===== src/bcd_lab_config.svh =====
`ifndef BCD_LAB_CONFIG_SVH
`define BCD_LAB_CONFIG_SVH

////////////////////
// Tick divider
////////////////////

// Width of the free-running divider counter
// Any value of 6 or more works
`define BCD_DIV_WIDTH 32

////////////////////
// Display
////////////////////

// Seven-segment digits on the board
`define BCD_NUM_DIGITS 8

// Refresh step is 2**BCD_SCAN_DIV_LOG2 cycles
// Small for simulation, around 16 on the board
`define BCD_SCAN_DIV_LOG2 4

`endif


===== src/bcd_lab_pkg.sv =====
`default_nettype none

package bcd_lab_pkg;

    ////////////////////
    // Types
    ////////////////////

    typedef logic [3:0] digit_t;

    typedef enum logic [1:0] {
        op_add = 2'd0,
        op_sub = 2'd1,
        op_mul = 2'd2,
        op_max = 2'd3
    } alu_op_t;

    // Active low, bit 6 is segment g and bit 0 is segment a
    typedef logic [6:0] seg_t;

    ////////////////////
    // Segment patterns
    ////////////////////

    localparam seg_t seg_digit_table [10] = '{
        7'h40, 7'h79, 7'h24, 7'h30, 7'h19,
        7'h12, 7'h02, 7'h78, 7'h00, 7'h10
    };

    localparam seg_t seg_blank = 7'h7f;
    localparam seg_t seg_minus = 7'h3f;

    // Direction letters
    localparam seg_t seg_up   = 7'h63;
    localparam seg_t seg_down = 7'h21;

    // Operation letters: A, S, P for product, H for the higher digit
    localparam seg_t seg_op_a = 7'h08;
    localparam seg_t seg_op_s = 7'h12;
    localparam seg_t seg_op_p = 7'h0c;
    localparam seg_t seg_op_h = 7'h09;

endpackage

`default_nettype wire


===== src/tick_divider.sv =====
`default_nettype none

`include "bcd_lab_config.svh"

module tick_divider (
    input  logic       clk,
    input  logic       arst_n,
    input  logic [4:0] rate_sel,
    output logic       tick
);

    localparam int div_width = `BCD_DIV_WIDTH;

    logic [div_width-1:0] div_count;
    logic [div_width-1:0] tap_mask;

    ////////////////////
    // Free-running counter
    ////////////////////

    always_ff @(posedge clk or negedge arst_n) begin
        if (!arst_n) begin
            div_count <= '0;
        end else begin
            div_count <= div_count + 1'b1;
        end
    end

    ////////////////////
    // Tap selection
    ////////////////////

    // Low rate_sel+1 bits set
    // saturates at the full counter width
    always_comb begin
        tap_mask = '0;
        for (int i = 0; i < div_width; i++) begin
            if (i <= int'(rate_sel)) begin
                tap_mask[i] = 1'b1;
            end
        end
    end

    // One cycle per period of 2**(rate_sel+1)
    assign tick = ((div_count & tap_mask) == tap_mask);

endmodule

`default_nettype wire


===== src/bcd_digit_counter.sv =====
`default_nettype none

`include "bcd_lab_config.svh"

module bcd_digit_counter
    import bcd_lab_pkg::*;
(
    input  logic   clk,
    input  logic   arst_n,
    input  logic   tick,
    input  logic   dir,
    output digit_t digit
);

    digit_t digit_up;
    digit_t digit_down;

    // Decimal wrap in both directions
    // out-of-range codes fold back to a legal digit
    always_comb begin
        if (digit >= 4'd9) begin
            digit_up = 4'd0;
        end else begin
            digit_up = digit + 4'd1;
        end

        if ((digit == 4'd0) || (digit > 4'd9)) begin
            digit_down = 4'd9;
        end else begin
            digit_down = digit - 4'd1;
        end
    end

    always_ff @(posedge clk or negedge arst_n) begin
        if (!arst_n) begin
            digit <= 4'd0;
        end else if (tick) begin
            if (dir) begin
                digit <= digit_up;
            end else begin
                digit <= digit_down;
            end
        end
    end

endmodule

`default_nettype wire


===== src/digit_alu.sv =====
`default_nettype none

module digit_alu
    import bcd_lab_pkg::*;
(
    input  digit_t  a,
    input  digit_t  b,
    input  alu_op_t op,
    output digit_t  tens,
    output digit_t  units,
    output logic    negative
);

    logic [6:0] magnitude;

    ////////////////////
    // Arithmetic
    ////////////////////

    // Largest result is 9*9 = 81, fits in 7 bits
    always_comb begin
        magnitude = 7'd0;
        negative  = 1'b0;

        case (op)
            op_add: begin
                magnitude = {3'b000, a} + {3'b000, b};
            end

            op_sub: begin
                if (b > a) begin
                    magnitude = {3'b000, b - a};
                    negative  = 1'b1;
                end else begin
                    magnitude = {3'b000, a - b};
                end
            end

            op_mul: begin
                magnitude = {3'b000, a} * {3'b000, b};
            end

            op_max: begin
                if (a > b) begin
                    magnitude = {3'b000, a};
                end else begin
                    magnitude = {3'b000, b};
                end
            end

            default: begin
                magnitude = 7'd0;
            end
        endcase
    end

    ////////////////////
    // Binary to BCD
    ////////////////////

    // Double dabble over the 7 magnitude bits
    // bits [14:11] end up as tens, [10:7] as units
    always_comb begin
        logic [14:0] dabble;

        dabble = {8'd0, magnitude};

        for (int i = 0; i < 7; i++) begin
            if (dabble[10:7] >= 4'd5) begin
                dabble[10:7] = dabble[10:7] + 4'd3;
            end
            if (dabble[14:11] >= 4'd5) begin
                dabble[14:11] = dabble[14:11] + 4'd3;
            end
            dabble = dabble << 1;
        end

        tens  = dabble[14:11];
        units = dabble[10:7];
    end

endmodule

`default_nettype wire


===== src/display_scanner.sv =====
`default_nettype none

`include "bcd_lab_config.svh"

module display_scanner
    import bcd_lab_pkg::*;
(
    input  logic                         clk,
    input  logic                         arst_n,
    input  digit_t                       digit_a,
    input  digit_t                       digit_b,
    input  digit_t                       tens,
    input  digit_t                       units,
    input  logic                         negative,
    input  logic                         dir_a,
    input  logic                         dir_b,
    input  alu_op_t                      op,
    output seg_t                         seg,
    output logic [`BCD_NUM_DIGITS-1:0]   an
);

    localparam int scan_div_log2 = `BCD_SCAN_DIV_LOG2;
    localparam int num_digits    = `BCD_NUM_DIGITS;

    logic [scan_div_log2-1:0] prescale;
    logic [2:0]               digit_idx;
    seg_t                     seg_next;
    logic [num_digits-1:0]    an_next;

    // Blank for anything that is not a decimal digit
    function automatic seg_t digit_pattern(input digit_t d);
        seg_t pattern;
        if (d <= 4'd9) begin
            pattern = seg_digit_table[d];
        end else begin
            pattern = seg_blank;
        end
        return pattern;
    endfunction

    ////////////////////
    // Refresh prescaler
    ////////////////////

    always_ff @(posedge clk or negedge arst_n) begin
        if (!arst_n) begin
            prescale  <= '0;
            digit_idx <= 3'd0;
        end else begin
            prescale <= prescale + 1'b1;
            // Step to the next digit when the prescaler rolls over
            if (&prescale) begin
                digit_idx <= digit_idx + 3'd1;
            end
        end
    end

    ////////////////////
    // Digit contents
    ////////////////////

    // Right to left: units, tens, sign, gap, B, A, dir of B, op
    always_comb begin
        case (digit_idx)
            3'd0: seg_next = digit_pattern(units);
            3'd1: seg_next = (tens == 4'd0) ? seg_blank : digit_pattern(tens);
            3'd2: seg_next = negative ? seg_minus : seg_blank;
            3'd3: seg_next = seg_blank;
            3'd4: seg_next = digit_pattern(digit_b);
            3'd5: seg_next = digit_pattern(digit_a);
            3'd6: seg_next = dir_b ? seg_up : seg_down;
            3'd7: begin
                case (op)
                    op_add:  seg_next = seg_op_a;
                    op_sub:  seg_next = seg_op_s;
                    op_mul:  seg_next = seg_op_p;
                    op_max:  seg_next = seg_op_h;
                    default: seg_next = seg_blank;
                endcase
            end
            default: seg_next = seg_blank;
        endcase
    end

    // One-cold anode for the selected position
    always_comb begin
        an_next            = '1;
        an_next[digit_idx] = 1'b0;
    end

    ////////////////////
    // Output registers
    ////////////////////

    always_ff @(posedge clk or negedge arst_n) begin
        if (!arst_n) begin
            seg <= seg_blank;
            an  <= '1;
        end else begin
            seg <= seg_next;
            an  <= an_next;
        end
    end

endmodule

`default_nettype wire


===== src/bcd_lab_top.sv =====
`default_nettype none

`include "bcd_lab_config.svh"

module bcd_lab_top
    import bcd_lab_pkg::*;
(
    input  logic                         clk,
    input  logic                         arst_n,
    input  logic [4:0]                   rate_sel,
    input  alu_op_t                      op,
    input  logic                         dir_a,
    input  logic                         dir_b,
    output seg_t                         seg,
    output logic [`BCD_NUM_DIGITS-1:0]   an,
    output logic [7:0]                   led
);

    logic   tick;
    digit_t digit_a;
    digit_t digit_b;
    digit_t tens;
    digit_t units;
    logic   negative;

    ////////////////////
    // Count enable
    ////////////////////

    tick_divider tick_divider_i (
        .clk      (clk),
        .arst_n   (arst_n),
        .rate_sel (rate_sel),
        .tick     (tick)
    );

    ////////////////////
    // Operand digits
    ////////////////////

    bcd_digit_counter counter_a_i (
        .clk    (clk),
        .arst_n (arst_n),
        .tick   (tick),
        .dir    (dir_a),
        .digit  (digit_a)
    );

    bcd_digit_counter counter_b_i (
        .clk    (clk),
        .arst_n (arst_n),
        .tick   (tick),
        .dir    (dir_b),
        .digit  (digit_b)
    );

    // A on the low nibble, B on the high one
    assign led = {digit_b, digit_a};

    ////////////////////
    // Result and display
    ////////////////////

    digit_alu alu_i (
        .a        (digit_a),
        .b        (digit_b),
        .op       (op),
        .tens     (tens),
        .units    (units),
        .negative (negative)
    );

    display_scanner scanner_i (
        .clk      (clk),
        .arst_n   (arst_n),
        .digit_a  (digit_a),
        .digit_b  (digit_b),
        .tens     (tens),
        .units    (units),
        .negative (negative),
        .dir_a    (dir_a),
        .dir_b    (dir_b),
        .op       (op),
        .seg      (seg),
        .an       (an)
    );

endmodule

`default_nettype wire


===== config.mk =====
export PLATFORM = sky130hd
export DESIGN_NAME = bcd_lab_top
export DESIGN_NICKNAME = d
export VERILOG_FILES = /design/src/bcd_lab_pkg.sv /design/src/tick_divider.sv /design/src/bcd_digit_counter.sv /design/src/digit_alu.sv /design/src/display_scanner.sv /design/src/bcd_lab_top.sv
export VERILOG_INCLUDE_DIRS = /design/src
export SDC_FILE = /design/constraint.sdc
export NUM_CORES = 1
export LEC_CHECK = 0
export ABC_AREA = 1
export BUFFER_PORTS_ARGS = -buffer_cell sky130_fd_sc_hd__buf_2
export CAP_MARGIN = 20
export CORE_MARGIN = 8
export CORE_UTILIZATION = 55
export DETAILED_ROUTE_END_ITERATION = 7
export PLACE_DENSITY = 0.73
export REMOVE_ABC_BUFFERS = 1
export SLEW_MARGIN = 20
export SYNTH_ARGS = -nofsm -noshare
export SYNTH_HDL_FRONTEND = slang
export SYNTH_HIERARCHICAL = 1
export SYNTH_SLANG_ARGS = --single-unit

===== constraint.sdc =====
create_clock -name clk -period 5.6 [get_ports clk]
set_clock_uncertainty 0.1 [all_clocks]
set_input_delay 0.28 -clock clk [delete_from_list [all_inputs] [get_ports clk]]
set_output_delay 0.28 -clock clk [all_outputs]
set_load 0.03 [all_outputs]

After elaboration in Yosys (flattened, before gate mapping)
Memory sizes are Yosys's and may differ from the RTL's.
Cells that the tools add are included.
{"block": "totals", "regBits": 62, "latch_bits": 0, "mem_bits_rw": 0, "rom_bits": 448, "input_bits": 11, "wordCells": 189, "mem_count": 4}
{"name": "(name not given)", "words": 16, "word_bits": 7, "read_ports": 1, "rd_ports_with_merged_regs": 0, "wr": 0, "line": "display_scanner.sv:34", "text": "pattern = seg_digit_table[d];"}
{"name": "(name not given)", "words": 16, "word_bits": 7, "read_ports": 1, "rd_ports_with_merged_regs": 0, "wr": 0, "line": "display_scanner.sv:34"}
{"name": "(name not given)", "words": 16, "word_bits": 7, "read_ports": 1, "rd_ports_with_merged_regs": 0, "wr": 0, "line": "display_scanner.sv:34"}
{"name": "(name not given)", "words": 16, "word_bits": 7, "read_ports": 1, "rd_ports_with_merged_regs": 0, "wr": 0, "line": "display_scanner.sv:34"}
{"block": "op_classes", "addsub": 21, "mul": 1, "div": 0, "magnitude_cmp": 58, "eq_ne": 11, "n_shift": 0, "n_mux": 72, "bitwise": 6, "reduce_logical": 9}
{"op": "2-to-1 mux 7 bit", "n": 15}
{"op": "<= comparator 5 bit, first input constant", "n": 16}
{"op": "2-to-1 mux 4 bit", "n": 14}
{"op": "case mux 7 bit (4 select lines)", "n": 2}
{"op": "case mux 7 bit (8 select lines)", "n": 1}
{"op": "<= comparator 4 x 5 -> 1 bit, first input constant", "n": 8}
{"op": "greater-or-equal comparator 4 x 3 -> 1 bit, second input constant", "n": 9}
{"op": "2-to-1 mux 1 bit", "n": 34}
{"op": "adder 32 x 1 -> 32 bit, second input constant", "n": 1}
{"op": "bitwise AND 32 bit", "n": 1}
{"op": "== test 32 bit", "n": 1}
{"op": "adder 4 x 2 -> 4 bit, second input constant", "n": 5}
{"op": "greater-or-equal comparator 5 bit, second input constant", "n": 4}
{"op": "<= comparator 3 x 5 -> 1 bit, first input constant", "n": 4}
{"op": "inverter 4 -> 5 bit", "n": 4}
{"op": "<= comparator 4 bit, second input constant", "n": 4}
{"op": "2-to-1 mux 3 bit", "n": 5}
{"op": "adder 3 x 2 -> 3 bit, second input constant", "n": 4}
{"op": "adder 4 x 1 -> 4 bit, second input constant", "n": 3}
{"op": "== test 3 bit, second input constant", "n": 4}
{"op": "logical NOT 4 bit", "n": 3}
{"op": "<= comparator 2 x 5 -> 1 bit, first input constant", "n": 2}
{"op": "greater-or-equal comparator 4 bit, second input constant", "n": 2}
{"op": "greater-than comparator 4 bit", "n": 2}
{"op": "22 further kinds", "n": 30}

Depth between registers and ports, before layout
Gate-level depths: netlist of the first run.
{"block": "depth", "word_depth": 22, "ltp_mapped": 47, "mapped_depth_nobuf": 47}

By module
Netlist of the first run, hierarchy kept.
{"mod": "tick_divider", "n_inst": 1, "cells_per_inst": 290, "area_each_um2": 2109.5, "seq_area_each_um2": 800.8}
{"mod": "display_scanner", "n_inst": 1, "cells_per_inst": 254, "area_each_um2": 1851.8, "seq_area_each_um2": 569.3}
{"mod": "digit_alu", "n_inst": 1, "cells_per_inst": 287, "area_each_um2": 1791.7, "seq_area_each_um2": 0.0}
{"mod": "bcd_digit_counter", "n_inst": 2, "cells_per_inst": 57, "area_each_um2": 404.1, "seq_area_each_um2": 100.1}

Least setup slack after synthesis of the first run
No wires, ideal clock.
{"block": "synth_path", "path_kind": "register to register", "from": "register counter_a_i.digit[1]", "to": "register scanner_i.seg[3]", "setup_time_ns": 0.084, "arrival_time_ns": 6.136, "t_required_ns": 5.416, "slack_ns": -0.720, "stages_incl_launch_ff": 43, "path_buffers": 0, "path_cell_list": "dfrtp_1 -> nand2_1 -> fa_1 -> fa_1 -> inv_1 -> fa_1 -> nor2_1 -> nor2_1 -> a21oi_2 -> ha_1 -> inv_1 -> ha_1 -> nor2_1 -> inv_1 -> nand3_2 -> nand2_2 -> ha_1 -> nand3_1 -> [... 7 more ...] -> nand4_1 -> nand2_2 -> inv_1 -> ha_1 -> inv_1 -> nand3_1 -> nand2_1 -> inv_2 -> nand2_2 -> nand2_1 -> inv_1 -> inv_1 -> ha_1 -> nand2_1 -> nand3_1 -> nand3_1 -> a21oi_1 -> nand3_1"}
{"block": "synth_between", "elab_chain_cells": 21, "elab_cells_between_ends": 60, "cone_classes": "add/sub (13); mul (1); order compare (15); mux (24); bitwise (3); reduce/logical (1); memory (3)"}
{"element": "start, declared", "line": "bcd_digit_counter.sv:12", "text": "output digit_t digit"}
{"element": "start signal, assigned", "line": "bcd_digit_counter.sv:39", "text": "digit <= digit_up;"}
{"element": "start signal, assigned", "line": "bcd_digit_counter.sv:41", "text": "digit <= digit_down;"}
{"element": "multiplier 4 x 4 -> 7 bit", "line": "digit_alu.sv:40", "text": "magnitude = {3'b000, a} * {3'b000, b};"}
{"element": "case mux 7 bit (4 select lines) (*)", "line": "digit_alu.sv:25", "text": "case (op)"}
{"element": "greater-or-equal comparator 1 x 3 -> 1 bit / adder 1 x 2 -> 3 bit (equally long branches)", "line": "digit_alu.sv:69, digit_alu.sv:70"}
{"element": "2-to-1 mux 4 bit", "line": "digit_alu.sv:69", "text": "if (dabble[10:7] >= 4'd5) begin"}
{"element": "adder 4 x 2 -> 4 bit / greater-or-equal comparator 4 x 3 -> 1 bit (equally long branches)", "line": "digit_alu.sv:70, digit_alu.sv:69"}
{"element": "2-to-1 mux 4 bit", "line": "digit_alu.sv:69"}
{"element": "adder 4 x 2 -> 4 bit / greater-or-equal comparator 4 x 3 -> 1 bit (equally long branches)", "line": "digit_alu.sv:70, digit_alu.sv:69"}
{"element": "2-to-1 mux 4 bit", "line": "digit_alu.sv:69"}
{"element": "[... 6 more ...]"}
{"element": "via tens[0]", "line": "bcd_lab_top.sv:22", "text": "digit_t tens;"}
{"element": "inverter 4 -> 5 bit (not written as such)", "line": "display_scanner.sv:34"}
{"element": "memory (16 x 7 bit)"}
{"element": "2-to-1 mux 7 bit (not written as such) (2 in series)", "line": "display_scanner.sv:34"}
{"element": "2-to-1 mux 7 bit", "line": "display_scanner.sv:33", "text": "if (d <= 4'd9) begin"}
{"element": "2-to-1 mux 7 bit (*)", "line": "display_scanner.sv:66", "text": "3'd1: seg_next = (tens == 4'd0) ? seg_blank : digit_pattern(tens);"}
{"element": "case mux 7 bit (8 select lines) (*)", "line": "display_scanner.sv:64", "text": "case (digit_idx)"}
{"element": "via scanner_i.seg_next[3]", "line": "display_scanner.sv:27", "text": "seg_t seg_next;"}
{"element": "end signal, assigned", "line": "display_scanner.sv:97", "text": "seg <= seg_blank;"}
{"element": "end signal, assigned", "line": "display_scanner.sv:100", "text": "seg <= seg_next;"}
{"element": "end, declared", "line": "display_scanner.sv:18", "text": "output seg_t seg,"}
The timed path passes the listed nets; every way through them passes the cells marked *. The select of a mux whose other input is x is not followed.
A chain may end at the register's enable or synchronous reset.

Worst setup path in the final report of the first run
{"block": "layout_path", "from": "register counter_a_i.digit[0]", "to": "register scanner_i.seg[4]"}
{"block": "layout_between", "elab_cells_between_ends": 60, "cone_classes": "add/sub (13); mul (1); order compare (15); mux (24); bitwise (3); reduce/logical (1); memory (3)"}
{"element": "multiplier 4 x 4 -> 7 bit", "line": "digit_alu.sv:40"}
{"element": "case mux 7 bit (4 select lines) (*)", "line": "digit_alu.sv:25"}
{"element": "greater-or-equal comparator 1 x 3 -> 1 bit / adder 1 x 2 -> 3 bit (equally long branches)", "line": "digit_alu.sv:69, digit_alu.sv:70"}
{"element": "2-to-1 mux 4 bit", "line": "digit_alu.sv:69"}
{"element": "adder 4 x 2 -> 4 bit / greater-or-equal comparator 4 x 3 -> 1 bit (equally long branches)", "line": "digit_alu.sv:70, digit_alu.sv:69"}
{"element": "2-to-1 mux 4 bit", "line": "digit_alu.sv:69"}
{"element": "adder 4 x 2 -> 4 bit / greater-or-equal comparator 4 x 3 -> 1 bit (equally long branches)", "line": "digit_alu.sv:70, digit_alu.sv:69"}
{"element": "2-to-1 mux 4 bit", "line": "digit_alu.sv:69"}
{"element": "[... 5 more ...]"}
{"element": "2-to-1 mux 4 bit (*)", "line": "digit_alu.sv:69"}
{"element": "via units[1]", "line": "bcd_lab_top.sv:23", "text": "digit_t units;"}
{"element": "inverter 4 -> 5 bit (not written as such)", "line": "display_scanner.sv:34"}
{"element": "memory (16 x 7 bit)"}
{"element": "2-to-1 mux 7 bit (not written as such) (2 in series)", "line": "display_scanner.sv:34"}
{"element": "2-to-1 mux 7 bit (*)", "line": "display_scanner.sv:33"}
{"element": "case mux 7 bit (8 select lines) (*)", "line": "display_scanner.sv:64"}
{"element": "via scanner_i.seg_next[4]", "line": "display_scanner.sv:27"}
Marked as above.

==> impl_metrics.py, run 1 <==
metrics = {
    "synthesis": {
        "synth_simple_gate_area_frac": 0.382,
        "synthAdderAreaFrac": 0.149,
        "synth_xor_area_frac": 0.0532,
        "synth_top_flop_cell": "dfrtp_1",
        "netlist_instances": 945,
        "async_reset_ff_frac": 1.00,
        "synth_compound_area_frac": 0.0740,
        "yosysWarnings": 6,
        "syn-cell-area_um2": 6560,
        "ys_types": 44,
        "yosysSeqAreaShare": 0.239,
        "yosys-mux-area-fraction": 0,
        "syn_area_per_cell_um2": 6.94,
        "synth_seq_cells": 62,
        "synth_edf_count": 0,
        "synth_top_family_by_area": "simple AND/OR/NAND/NOR gates",
    },
    "routing": {
        "antenna_left": 0,
        "routed_wl_mm": 16.3,
        "drc": 0,
        "vias_per_cell": 5.34,
        "drtIter0Drc": 527,
        "vias": 6434,
        "wire_per_inst_um": 13.6,
        "drtPass1Iterations": 6,
    },
    "global_route": {
        "grt_pass1_wl_mm": 26.5,
        "overflow": 0,
        "grt_pass1_vias": 5873,
        "grt_usage": 0.197,
        "grt_max_degree": 63,
        "antenna_found_initial": 0,
    },
    "clocking": {
        "numCtsBuffers": 9,
        "cts_tree": "built",
        "cts_num_sinks": 62,
        "clkTransAtPathRegs_ns": 0.05,
        "htreeDepth": 3,
        "cts_hold_buffers": 0,
        "worstSkewPairLatency_ns": 0.33,
        "max-clock-path-buffers": 2,
        "clockRootBuffer": "clkbuf_16",
    },
    "placed_design": {
        "port_buffers": 33,
        "gp_congestion": 0.894,
        "dp.cells": 1173,
        "hpwl_mm": 11.8,
    },
    "pwr": {
        "ir_drop_mv": 0.141,
        "power-per-cell-area_nw_per_um2": 144,
        "p_leak_uw": 0.00417,
        "power_uw": 1180,
    },
    "floorplanning": {
        "rows": 40,
        "num_io_pins": 34,
        "die_y_um": 125,
        "die_width_um": 125,
        "start_util": 0.556,
        "dieArea_um2": 15700,
        "core-area_um2": 11800,
    },
    "timing": {
        "hold_violations": 0,
        "worst_slew_pin_slew_ns": 0.843,
        "min_period_over_period": 1.01,
        "slew_headroom": 0.433,
        "setup_slack_ns": -0.0383,
        "period_minus_slack_ns": 5.64,
        "rsz0062_at_grt": "true",
        "fmax_ghz": 0.177,
        "setup_viol": 4,
        "slew_viol_final": 0,
    },
    "final_layout": {
        "final_common_cell": "nand2_1",
        "layout.nets": 1137,
        "utilization": 0.692,
        "drive_above_1_share": 0.296,
        "final_cells": 1204,
        "final_cell_mix": "nand2_1 (233), inv_1 (127), nand3_1 (85), nor2_1 (64), buf_4 (61)",
        "n_antenna_cell": 0,
        "layout-area-overhead-vs-synth_pct": 24.6,
    },
    "setup_path": {
        "arrival_ns": 5.78,
        "cp-start-kind": "flop",
        "end_kind": "flop",
        "crit_top_cell": "nand2_2",
        "path_class": "reg2reg",
        "cp_max_fo": 4,
        "cpMaxStageDelayCell": "fa_1",
        "required_ns": 5.74,
        "cp_slowest_stage_delay_ns": 0.53,
    },
    "min_path": {
        "holdCritPathClass": "in2async",
    },
    "run_status": {
        "violations": "setup timing",
        "status": "complete, but fails checks",
    },
    "flow_run": {
        "drv_cap": 0,
    },
}
[critical path, delay by kind of cell (launching register included)]
kind,cells,cell delay (ns)
AO/OA/AOI/OAI,2,0.19
adder cells (fa/ha/maj),9,2.37
buffers and inverters,11,0.75
flip-flops,1,0.38
AND/OR/NAND/NOR,21,1.75
[per-layer routing]
metal	share of wire	vias up	global-route usage
li1	-	3220	-
met1	0.46	3015	0.264
met2	0.48	175	0.327
met3	0.055	24	0.0293
met4	0.013	0	0.0501
met5	0	-	0
[cells in the mapped netlist, types with 15 or more instances]
cell	instances	area, um2
nand2_1	247	927
inv_1	146	548
nand3_1	99	495
nor2_1	68	255
ha_1	67	838
dfrtp_1	47	1180
xor2_1	35	307
o21ai_0	30	150
a21oi_1	28	140
nand2_2	25	156
nand4_1	19	119
dfstp_2	15	394
[sequential cells by signal, indices dropped and copies added, names as in the netlist]
name / count
scanner_i/prescale: 4
scanner_i/digit_idx: 3
tick_divider_i/div_count: 32
scanner_i/an: 8
counter_b_i/digit: 4
counter_a_i/digit: 4
scanner_i/seg: 7
[stage by stage]
step / hold slack, ns / setup WS, ns / cell area, um2 / setup TNS, ns
after CTS: 0.0428 / 0.00623 / 7760 / 0
after global routing: 0.0934 / -0.322 / 8180 / -2.13
after global placement: 0.347 / -0.200 / 7260 / -1.19
after floorplan: -0.116 / -0.786 / 6500 / -5.16
after detailed placement: 0.349 / -0.343 / 7260 / -2.24
final: 0.0241 / -0.0383 / 8180 / -0.0900
[final timing paths]
kind                                            start                      endpoint  slack, ns  depth (start not counted)
max in group asynchronous                      arst_n  tick_divider_i/div_count[15]       4.90                          2
worst min-delay path                           arst_n  tick_divider_i/div_count[18]       0.02                          2
worst max-delay path             counter_a_i/digit[0]              scanner_i/seg[4]      -0.04                         43
min in group clk                                dir_a          counter_a_i/digit[0]       0.23                          4
worst max register to register   counter_a_i/digit[0]              scanner_i/seg[4]      -0.04                         43
worst min register to register  scanner_i/prescale[0]         scanner_i/prescale[0]       0.35                          1
[power by group]
| part | switching [uW] | internal, uW | leakage, uW | total, uW |
|---|---|---|---|---|
| Clock | 200 | 300 | 0.000133 | 500 |
| Sequential | 0.494 | 449 | 0.000785 | 450 |
| Combinational | 143 | 82.8 | 0.00325 | 226 |
[kinds of logic (layout without fill, tap and decap cells)]
kind of cell,count (synthesis),after routing
xor gates and xnor gates,39,39
and+or+nand+nor,518,518
DFF,62,62
AOI/OAI and AO/OA,86,86
adders and majority gates,74,74
buffers and inverters,166,278
[final cells by class]
class / instances / area [um2]
Clock buffer: 11 / 233
Clock inverter: 5 / 36.3
Fill cell: 1000 / 3640
Inverter: 160 / 622
Multi-Input combinational cell: 717 / 4810
Sequential cell: 62 / 1570
Tap cell: 147 / 184
Timing Repair Buffer: 102 / 717
[timing repair]
item	4_1_cts	5_1_grt
cloned	0	0
gates resized for setup	35	94
setup endpoints to repair	7	7
pin swaps	29	52
buffers inserted	10	5
(Power assumes the default switching activity.)
==> run 2, diff against run 1 <==
--- a/config.mk
+++ b/config.mk
@@ -11,2 +11,3 @@
 export CAP_MARGIN = 20
+export CORE_ASPECT_RATIO = 1.75
 export CORE_MARGIN = 8
--- a/constraint.sdc
+++ b/constraint.sdc
@@ -4,2 +4,2 @@
 set_output_delay 0.28 -clock clk [all_outputs]
-set_load 0.03 [all_outputs]
+set_load 0.02 [all_outputs]
==> impl_metrics.py, run 2 (synthesis gave the netlist of run 1 again) <==
metrics = {
    "pwr": {
        "ir_drop_mv": 0.121,
        "power_frac_seq": 0.364,
        "comb_power_share": 0.192,
        "p_sw_frac": 0.286,
        "p_int_uw": 884,
        "power-per-cell-area_nw_per_um2": 153,
        "switching_power_uw": 354,
        "pwr-share-clk": 0.445,
        "p_leak_uw": 0.00417,
    },
    "floorplanning": {
        "core-area_um2": 11800,
        "die_width_um": 98.6,
        "num_io_pins": 34,
        "die_y_um": 160,
        "dieArea_um2": 15800,
        "rows": 53,
        "start_util": 0.556,
    },
    "routing": {
        "drtIter0Drc": 288,
        "drtPass1Iterations": 5,
        "drc": 0,
        "wire_per_inst_um": 14.6,
        "vias": 6352,
        "routed_wl_mm": 17.4,
        "antenna_left": 0,
        "vias_per_cell": 5.33,
    },
    "clocking": {
        "max-clock-path-buffers": 2,
        "cts_hold_buffers": 0,
        "htreeDepth": 3,
        "cts_num_sinks": 62,
        "worstSkewPairLatency_ns": 0.33,
        "cts_tree": "built",
        "clockRootBuffer": "clkbuf_16",
        "clkTransAtPathRegs_ns": 0.06,
        "numCtsBuffers": 9,
    },
    "global_route": {
        "grt_usage": 0.218,
        "overflow": 0,
        "antenna_found_initial": 0,
        "grt_pass1_wl_mm": 28.2,
        "grt_max_degree": 63,
        "grt_pass1_vias": 6264,
    },
    "placed_design": {
        "place_ws_ns": -0.408,
        "gp_congestion": 0.975,
        "hpwl_mm": 13.2,
        "port_buffers": 33,
        "place_area_um2": 7220,
    },
    "final_layout": {
        "top_register": "tick_divider_i/div_count",
        "fillers": 978,
        "largest_reg_flops": 32,
        "final_common_cell": "nand2_1",
        "multi_input_area_um2": 4750,
        "n_antenna_cell": 0,
        "layout.nets": 1134,
        "drive_above_1_share": 0.304,
        "final-seq-area_um2": 1570,
        "post-route-cell-area_um2": 8110,
        "final_cell_mix": "nand2_1 (227), inv_1 (126), nand3_1 (86), nor2_1 (62), buf_4 (60)",
        "layout-area-overhead-vs-synth_pct": 23.6,
        "reg_top3": "tick_divider_i/div_count x32, scanner_i/an x8, scanner_i/seg x7",
    },
    "timing": {
        "worst_slew_pin_slew_ns": 0.922,
        "hold-worst-slack_ns": 0.0119,
        "slew_viol_final": 0,
        "setup_viol": 6,
        "fmax_ghz": 0.177,
        "slew_headroom": 0.380,
        "period_minus_slack_ns": 5.64,
        "min_period_over_period": 1.01,
        "setup_tns_ns": -0.0967,
        "hold_violations": 0,
        "setup_slack_ns": -0.0412,
        "rsz0062_at_grt": "true",
    },
    "setup_path": {
        "end_kind": "flop",
        "required_ns": 5.75,
        "cp_max_fo": 7,
        "cpMaxStageDelayCell": "fa_1",
        "cp-start-kind": "flop",
        "cp_slowest_stage_delay_ns": 0.56,
        "path_class": "reg2reg",
        "arrival_ns": 5.79,
        "crit_top_cell": "nand2_2",
    },
    "run_status": {
        "status": "complete, but fails checks",
        "violations": "setup timing",
    },
    "min_path": {
        "holdCritPathClass": "in2async",
    },
    "flow_run": {
        "drv_cap": 0,
    },
}
-- run 2: layer usage --
layer / share of wire / vias to the layer above / routed length [um] / global-route usage
li1: - / 3224 / - / -
met1: 0.36 / 2962 / 6310 / 0.202
met2: 0.57 / 115 / 9990 / 0.440
met3: 0.020 / 51 / 346 / 0.0238
met4: 0.045 / 0 / 788 / 0.120
met5: 0 / - / 0 / 0
-- run 2: timing repair --
item,in CTS,in global routing
gates resized for setup,57,79
cloned,0,0
pin swaps,41,48
setup buffers,8,7
endpoints found under the setup margin,7,7
-- run 2: power groups by stage --
stage	Combinational, uW	Sequential [uW]	Clock [uW]
final	237	450	550
after global routing	265	450	576
after detailed placement	182	457	0
after global placement	180	457	0
after CTS	200	450	557
after floorplan	119	460	0
-- run 2: area by class of cell --
type | count | area share
Multi-Input combinational cell | 717 | 0.587
Sequential cell | 62 | 0.194
Timing Repair Buffer | 99 | 0.0843
Inverter | 160 | 0.0776
Clock buffer | 9 | 0.0278
Tap cell | 137 | 0.0211
Clock inverter | 7 | 0.00895
-- run 2: worst paths after layout --
path / start / endpoint / cells past startpoint / slack [ns]
hold reg to reg: scanner_i/prescale[0] / scanner_i/prescale[0] / 1 / 0.37
min in group clk: op[1] / scanner_i/seg[2] / 3 / 0.20
setup / recovery: counter_a_i/digit[1] / scanner_i/seg[1] / 45 / -0.04
hold / removal: arst_n / scanner_i/prescale[0] / 2 / 0.01
setup reg to reg: counter_a_i/digit[1] / scanner_i/seg[1] / 45 / -0.04
max in group asynchronous: arst_n / tick_divider_i/div_count[1] / 2 / 4.86
-- run 2: metrics by stage --
step                      total power (uW)   util  instances
after global routing                  1290  0.687       1191
final                                 1240  0.687       1191
after detailed placement               640  0.612       1160
after floorplan                        579      -        939
after CTS                             1210  0.658       1184
after global placement                 638  0.612       1160
-- run 2: worst max-delay path: cells and delay by family (launching register included) --
family / cells / cell delay, ns
fa+ha+maj: 9 / 2.15
simple gates: 20 / 1.66
buf+inv: 14 / 1.05
flops: 1 / 0.38
compound gates: 2 / 0.20
